## src/verilog/cam_cfg_pkg.sv

```systemverilog
`default_nettype none

package cam_cfg_pkg;

  // Widths of the fields held in each store entry.
  localparam int TAG_WIDTH  = 8;   // width of the lookup tag.
  localparam int DATA_WIDTH = 16;  // width of the stored payload.

  // Width of the hit, miss and illegal counters.
  localparam int CNT_WIDTH  = 16;  // counters wrap at this width.

endpackage : cam_cfg_pkg

`default_nettype wire

```

## src/verilog/cam_cmd_pkg.sv

```systemverilog
`default_nettype none

package cam_cmd_pkg;

  import cam_cfg_pkg::*;

  typedef enum logic [1:0] {
    NOP   = 2'd0,
    WRITE = 2'd1,
    READ  = 2'd2,
    FREE  = 2'd3
  } cam_op_e;

  // Write view of a command word.
  typedef struct packed {
    cam_op_e                 op;
    logic [TAG_WIDTH-1:0]    tag;
    logic [DATA_WIDTH-1:0]   data;
  } cam_wr_cmd_t;

  // Tag-only view, used by READ and FREE.
  typedef struct packed {
    cam_op_e                 op;
    logic [TAG_WIDTH-1:0]    tag;
    logic [DATA_WIDTH-1:0]   rsvd;  // must be zero for a legal command.
  } cam_tag_cmd_t;

  typedef union packed {
    cam_wr_cmd_t  wr;
    cam_tag_cmd_t tag;
  } cam_cmd_u;

  typedef struct packed {
    logic                    wr;    // write strobe.
    logic                    rd;    // read strobe.
    logic                    fr;    // free strobe.
    logic [TAG_WIDTH-1:0]    tag;
    logic [DATA_WIDTH-1:0]   data;
  } cam_req_t;

  typedef struct packed {
    logic                    valid;
    logic                    hit;
    logic [TAG_WIDTH-1:0]    tag;
    logic [DATA_WIDTH-1:0]   data;  // zero on a miss.
  } cam_resp_t;

endpackage : cam_cmd_pkg

`default_nettype wire

```

## src/verilog/cam_cmd_decoder.sv

```systemverilog
`default_nettype none

module cam_cmd_decoder
  import cam_cfg_pkg::*, cam_cmd_pkg::*;
(
  input  wire            clk,
  input  wire            reset_n,

  input  wire            cmd_valid_i,
  input  wire cam_cmd_u  cmd_i,

  output cam_req_t       req_o,
  output logic           illegal_o
);

  cam_req_t req_d;
  logic     illegal_d;

  // The opcode sits in the same bits in both views of the word.
  always_comb begin
    req_d     = '0;
    illegal_d = 1'b0;
    if (cmd_valid_i) begin
      case (cmd_i.wr.op)
        WRITE: begin
          req_d.wr   = 1'b1;
          req_d.tag  = cmd_i.wr.tag;
          req_d.data = cmd_i.wr.data;
        end
        READ, FREE: begin
          if (cmd_i.tag.rsvd != {DATA_WIDTH{1'b0}}) begin
            illegal_d = 1'b1;  // reserved bits set, so the command is dropped.
          end else begin
            req_d.rd  = (cmd_i.tag.op == READ);
            req_d.fr  = (cmd_i.tag.op == FREE);
            req_d.tag = cmd_i.tag.tag;
          end
        end
        default: begin
          // NOP is legal and produces nothing.
        end
      endcase
    end
  end

  always_ff @(posedge clk or negedge reset_n) begin
    if (!reset_n) begin
      req_o     <= '0;
      illegal_o <= 1'b0;
    end else begin
      req_o     <= req_d;      // strobes last exactly one cycle.
      illegal_o <= illegal_d;
    end
  end

endmodule : cam_cmd_decoder

`default_nettype wire

```

## src/verilog/cam_tag_store.sv

```systemverilog
`default_nettype none

module cam_tag_store
  import cam_cfg_pkg::*, cam_cmd_pkg::*;
#(
  parameter int NUM_ENTRIES = 16
) (
  input  wire            clk,
  input  wire            reset_n,

  input  wire cam_req_t  req_i,

  output cam_resp_t      rsp_o
);

  localparam int IDX_W = $clog2(NUM_ENTRIES);

  typedef struct packed {
    logic [DATA_WIDTH-1:0] data;
    logic [TAG_WIDTH-1:0]  stored_tag;
    logic                  free;
  } entry_t;

  entry_t [NUM_ENTRIES-1:0]            entries;

  logic   [NUM_ENTRIES-1:0][IDX_W-1:0] victim_chain;  // running highest free index.
  logic   [IDX_W-1:0]                  victim_idx;
  logic   [NUM_ENTRIES-1:0]            match;
  logic                                hit_any;
  logic   [IDX_W-1:0]                  hit_idx;
  logic   [DATA_WIDTH-1:0]             hit_data;
  logic                                rd_hit;

  // Walk upward so that a higher free entry replaces a lower one.
  // Entry 0 is the fallback when nothing is free.
  always_comb begin
    victim_chain[0] = '0;
    for (int i = 1; i < NUM_ENTRIES; i++) begin
      victim_chain[i] = entries[i].free ? IDX_W'(i) : victim_chain[i-1];
    end
  end

  assign victim_idx = victim_chain[NUM_ENTRIES-1];

  always_comb begin
    for (int i = 0; i < NUM_ENTRIES; i++) begin
      match[i] = !entries[i].free && (entries[i].stored_tag == req_i.tag);
    end
  end

  // Scanning downward leaves the lowest matching index in hit_idx.
  always_comb begin
    hit_any = 1'b0;
    hit_idx = '0;
    for (int i = NUM_ENTRIES - 1; i >= 0; i--) begin
      if (match[i]) begin
        hit_any = 1'b1;
        hit_idx = IDX_W'(i);
      end
    end
  end

  assign hit_data = entries[hit_idx].data;
  assign rd_hit   = req_i.rd && hit_any;

  always_ff @(posedge clk or negedge reset_n) begin
    if (!reset_n) begin
      for (int i = 0; i < NUM_ENTRIES; i++) begin
        entries[i].data       <= '0;
        entries[i].stored_tag <= '0;
        entries[i].free       <= 1'b1;  // every entry starts out free.
      end
    end else begin
      if (req_i.wr) begin
        entries[victim_idx].data       <= req_i.data;
        entries[victim_idx].stored_tag <= req_i.tag;
        entries[victim_idx].free       <= 1'b0;
      end
      if ((req_i.rd || req_i.fr) && hit_any) begin
        entries[hit_idx].free <= 1'b1;  // a hit consumes only the entry it read.
      end
    end
  end

  always_ff @(posedge clk or negedge reset_n) begin
    if (!reset_n) begin
      rsp_o <= '0;
    end else begin
      rsp_o.valid <= req_i.rd;                     // one response per read, none for free.
      rsp_o.hit   <= rd_hit;
      rsp_o.tag   <= req_i.tag;
      rsp_o.data  <= rd_hit ? hit_data : '0;
    end
  end

endmodule : cam_tag_store

`default_nettype wire

```

## src/verilog/cam_resp_collector.sv

```systemverilog
`default_nettype none

module cam_resp_collector
  import cam_cfg_pkg::*, cam_cmd_pkg::*;
(
  input  wire                   clk,
  input  wire                   reset_n,

  input  wire cam_resp_t        rsp_i,
  input  wire                   illegal_i,

  output cam_resp_t             resp_o,
  output logic [CNT_WIDTH-1:0]  hit_count_o,
  output logic [CNT_WIDTH-1:0]  miss_count_o,
  output logic [CNT_WIDTH-1:0]  illegal_count_o
);

  logic count_hit;
  logic count_miss;

  assign count_hit  = rsp_i.valid &&  rsp_i.hit;
  assign count_miss = rsp_i.valid && !rsp_i.hit;

  // Read result goes out one cycle after the store produces it.
  always_ff @(posedge clk or negedge reset_n) begin
    if (!reset_n) begin
      resp_o <= '0;
    end else begin
      resp_o <= rsp_i;
    end
  end

  // Counters move on the same edge as resp_o and simply wrap.
  always_ff @(posedge clk or negedge reset_n) begin
    if (!reset_n) begin
      hit_count_o     <= '0;
      miss_count_o    <= '0;
      illegal_count_o <= '0;
    end else begin
      if (count_hit) begin
        hit_count_o <= hit_count_o + CNT_WIDTH'(1);
      end
      if (count_miss) begin
        miss_count_o <= miss_count_o + CNT_WIDTH'(1);
      end
      if (illegal_i) begin
        illegal_count_o <= illegal_count_o + CNT_WIDTH'(1);  // two cycles after the command.
      end
    end
  end

endmodule : cam_resp_collector

`default_nettype wire

```

## src/verilog/cam_top.sv

```systemverilog
`default_nettype none

module cam_top
  import cam_cfg_pkg::*, cam_cmd_pkg::*;
#(
  parameter int NUM_ENTRIES = 16  // power of two, at least 2.
) (
  input  wire                   clk,
  input  wire                   reset_n,

  input  wire                   cmd_valid_i,
  input  wire cam_cmd_u         cmd_i,

  output cam_resp_t             resp_o,
  output logic [CNT_WIDTH-1:0]  hit_count_o,
  output logic [CNT_WIDTH-1:0]  miss_count_o,
  output logic [CNT_WIDTH-1:0]  illegal_count_o
);

  wire cam_req_t  req;
  wire            illegal;
  wire cam_resp_t rsp;

  cam_cmd_decoder u_decoder (
    .clk         (clk),
    .reset_n     (reset_n),
    .cmd_valid_i (cmd_valid_i),
    .cmd_i       (cmd_i),
    .req_o       (req),
    .illegal_o   (illegal)
  );

  cam_tag_store #(
    .NUM_ENTRIES (NUM_ENTRIES)
  ) u_store (
    .clk     (clk),
    .reset_n (reset_n),
    .req_i   (req),
    .rsp_o   (rsp)
  );

  cam_resp_collector u_collector (
    .clk             (clk),
    .reset_n         (reset_n),
    .rsp_i           (rsp),
    .illegal_i       (illegal),
    .resp_o          (resp_o),
    .hit_count_o     (hit_count_o),
    .miss_count_o    (miss_count_o),
    .illegal_count_o (illegal_count_o)
  );

endmodule : cam_top

`default_nettype wire

```

## config.mk

```make
export PLATFORM = sky130hd
export DESIGN_NAME = cam_top
export DESIGN_NICKNAME = d
export VERILOG_FILES = /design/src/verilog/cam_cfg_pkg.sv /design/src/verilog/cam_cmd_pkg.sv /design/src/verilog/cam_cmd_decoder.sv /design/src/verilog/cam_tag_store.sv /design/src/verilog/cam_resp_collector.sv /design/src/verilog/cam_top.sv
export SDC_FILE = /design/constraint.sdc
export NUM_CORES = 1
export LEC_CHECK = 0
export ABC_CLOCK_PERIOD_IN_PS = 3260
export BUFFER_PORTS_ARGS = -buffer_cell sky130_fd_sc_hd__buf_2
export CAP_MARGIN = 40
export CORE_MARGIN = 3
export CORE_UTILIZATION = 40
export CTS_BUF_LIST = sky130_fd_sc_hd__clkbuf_4 sky130_fd_sc_hd__clkbuf_8
export DETAILED_ROUTE_END_ITERATION = 16
export GPL_TIMING_DRIVEN = 0
export PLACE_DENSITY = 0.59
export SLEW_MARGIN = 20
export SYNTH_ARGS = -nofsm -noshare
export SYNTH_HDL_FRONTEND = slang
export SYNTH_SLANG_ARGS = --single-unit
```

## constraint.sdc

```tcl
create_clock -name clk -period 3.26 [get_ports clk]
set_input_delay 0.163 -clock clk [delete_from_list [all_inputs] [get_ports clk]]
set_output_delay 0.163 -clock clk [all_outputs]
set_load 0.05 [all_outputs]
```

==> impl_metrics.toml <==
[floorplan]
initial_core_util_pct = 40.5
ios = 103
rows = 88
dieHeight_um = 248
fp.dieW_um = 248
fp.dieArea_um2 = 61600
core_area_um2 = 57900

[synthesis]
synth_nets = 1820
synth_seq_cells = 528
syn_inst = 1788
synthArstFlopShare_pct = 100
ys_seq_area_share_pct = 56.4
synth_edf_count = 0
ys.flop_type = "dfrtp_1"
synth_cell_types = 78
syn_area_um2 = 23500
syn_avg_cell_area_um2 = 13.1
synth_warnings = 0

[grt]
overflow = 0
antenna_found_initial = 3
grt_use_total_pct = 23.8
grt_max_degree = 96
grt_pass1_vias = 17100
grt_pass1_wl_um = 109000

[placement]
globalplace.congestion = 0.898
dp_hpwl_um = 48300
numPortBuffers = 102
dp.cells = 2689

[sta]
skew_ns = 0.0394
rsz0062_at_grt = "yes"
slew_headroom_pct = 42.9
fin_ws_ns = -0.140
timing.fmax_mhz = 294
setup_viol = 12
hold_viol = 0
whs_ns = 0.154
final_max_slew_viol_count = 0
final.setup.tns_ns = -0.691
min_period_ns = 3.40
final.period_utilization_pct = 104
tightest_slew_ns = 0.856

[outcome]
status = "finished, violations left"
violations = "negative setup slack"

[cts]
worstSkewPairLatency_ns = 0.69
cts.clk_slew.worst_paths_ns = 0.06
clk_path_buf_depth = 3
cts_tree = "done"
clock_sinks = 528
cts_buffers = 92
root_buffer = "clkbuf_8"
h-tree-depth = 3

[critical_path]
path_class = "reg2reg"
crit_slowest_cell = "dfrtp_2"
critical_path_buf_inv_count = 8
cp-end-kind = "register"
crit_family = "buffers and inverters"
worstPathMaxFanout = 10
critPathMaxStageDelay_ns = 0.44
critPathArrivalTime_ns = 3.97
required_ns = 3.83
crit_chain = "buf_12 -> buf_6 -> xnor2_2 -> nand3_2 -> nor4_4 -> buf_4 -> a211oi_4 -> o21ai_4 -> a31oi_4 -> buf_12 -> buf_16 -> buf_12 -> buf_4 -> buf_4 -> a22oi_2 -> o2111ai_1 -> nor4_2"
startpoint_type = "register"

[layout]
area_delta_synth_final_pct = 30.9
drive_gt1_share_pct = 50.1
final_net_count = 2222
final_cell_mix = "dfrtp_1, mux2_2, buf_4, clkbuf_8, xor2_1"
stdcell_count = 3031
final_common_cell = "dfrtp_1"
fill_cells = 4900
utilization_pct = 53.1

[detailed_routing]
via_count = 16700
first_pass_iters = 7
drtIter0Drc = 1373
drt_wl_total_um = 73700
drc = 0
vias_per_cell = 5.52
wl_per_cell_um = 24.3
ant_nets = 0

[power]
power_mw = 15.4
p_leak_nw = 15.4
powerDensity_nw_per_um2 = 502
irDropWorstVdd_mv = 0.285

[min_path]
hold_path_class = "in2async"

[run]
cap_viol_max_count = 0
==> worst reg2reg max path, delay by kind of cell (launching register included) <==
| family | cells | cell delay [ns] |
|---|---|---|
| buffers and inverters | 8 | 1.29 |
| AOI/OAI and AO/OA | 5 | 0.77 |
| and+or+nand+nor | 3 | 0.67 |
| DFF | 1 | 0.44 |
| xor gates and xnor gates | 1 | 0.14 |
==> cell usage after synthesis, types with 14 or more instances <==
master | number | share of area, %
clkbuf_1 | 70 | 1.1
nand2_1 | 61 | 0.98
nor3_1 | 35 | 0.75
dfrtp_1 | 512 | 55
nor4_1 | 25 | 0.67
nand3_1 | 30 | 0.64
xor2_1 | 118 | 4.4
o221ai_1 | 14 | 0.52
o22ai_1 | 33 | 0.88
o21ai_0 | 26 | 0.55
and2_1 | 28 | 0.75
mux2i_1 | 42 | 1.8
inv_1 | 18 | 0.29
nand4_1 | 27 | 0.72
and3_1 | 27 | 0.72
a21oi_1 | 27 | 0.58
mux2_2 | 402 | 19
buf_6 | 14 | 0.67
dfstp_2 | 16 | 1.8
xnor2_1 | 54 | 2.0
buf_2 | 22 | 0.47
nor2_1 | 54 | 0.86
==> power by group <==
group	switching [mW]	total (mW)	leakage (nW)	internal, mW
clock	2.75	6.54	1.09	3.79
combinational	1.32	2.21	7.05	0.898
sequential	0.0673	6.69	7.29	6.62
==> cell type report <==
class,count,area (um2),share of cell area (%)
clock buffers,155,1920,6.25
inverters,19,71.3,0.232
well taps,765,957,3.11
clock inverters,14,108,0.350
plain buffers,102,823,2.68
diodes,1,2.50,0.00814
repair buffers,325,2760,8.99
flip-flops and latches,528,13200,43.1
multi-input cells,1122,10800,35.3
==> per-stage QoR <==
stage / setup slack (ns) / cell area, um2
CTS: -0.115 / 29600
floorplan: 0.324 / 23500
finish: -0.140 / 30700
detailed placement: -1.19 / 25400
global placement: -8.75 / 24900
global route: -0.234 / 30700
==> kinds of logic (layout without fill, tap and decap cells) <==
logic type,after synthesis,after routing,share of synthesized area (%)
simple gates,323,323,7.41
xor+xnor,173,173,6.49
other cells,0,1,0
flops,528,528,56.4
mux,444,444,21.1
buf+inv,138,615,2.92
fa+ha+maj,3,3,0.160
compound gates,179,179,5.56
==> repair_timing <==
item / in CTS / in global routing
endpoints found under the hold margin: 320 / 0
gates resized for setup: 219 / 149
setup endpoints to repair: 191 / 147
pin swaps: 70 / 68
hold buffers: 38 / 0
cloned: 2 / 0
setup buffers: 86 / 63
==> final timing paths <==
check	start	endpoint	slack [ns]	depth (start not counted)
min reg2reg	u_store.rsp_o[5]	u_collector.resp_o[5]	0.34	0
min	reset_n	u_store.entries[100]	0.15	2
max	u_decoder.req_o[21]	u_store.rsp_o[2]	-0.14	17
max in group asynchronous	reset_n	asynchronous set/reset pin	2.17	4
min in group clk	cmd_i[25]	u_decoder.req_o[26]	0.22	3
max reg2reg	u_decoder.req_o[21]	u_store.rsp_o[2]	-0.14	17
==> metal layers <==
metal | routed length, um | up-vias | track usage (%)
met5 | 0 | - | 0
met4 | 2460 | 0 | 9.71
li1 | - | 7212 | -
met2 | 34800 | 657 | 37.5
met1 | 31300 | 8708 | 32.0
met3 | 5140 | 162 | 5.07
Power figures use the tool's default switching activity.
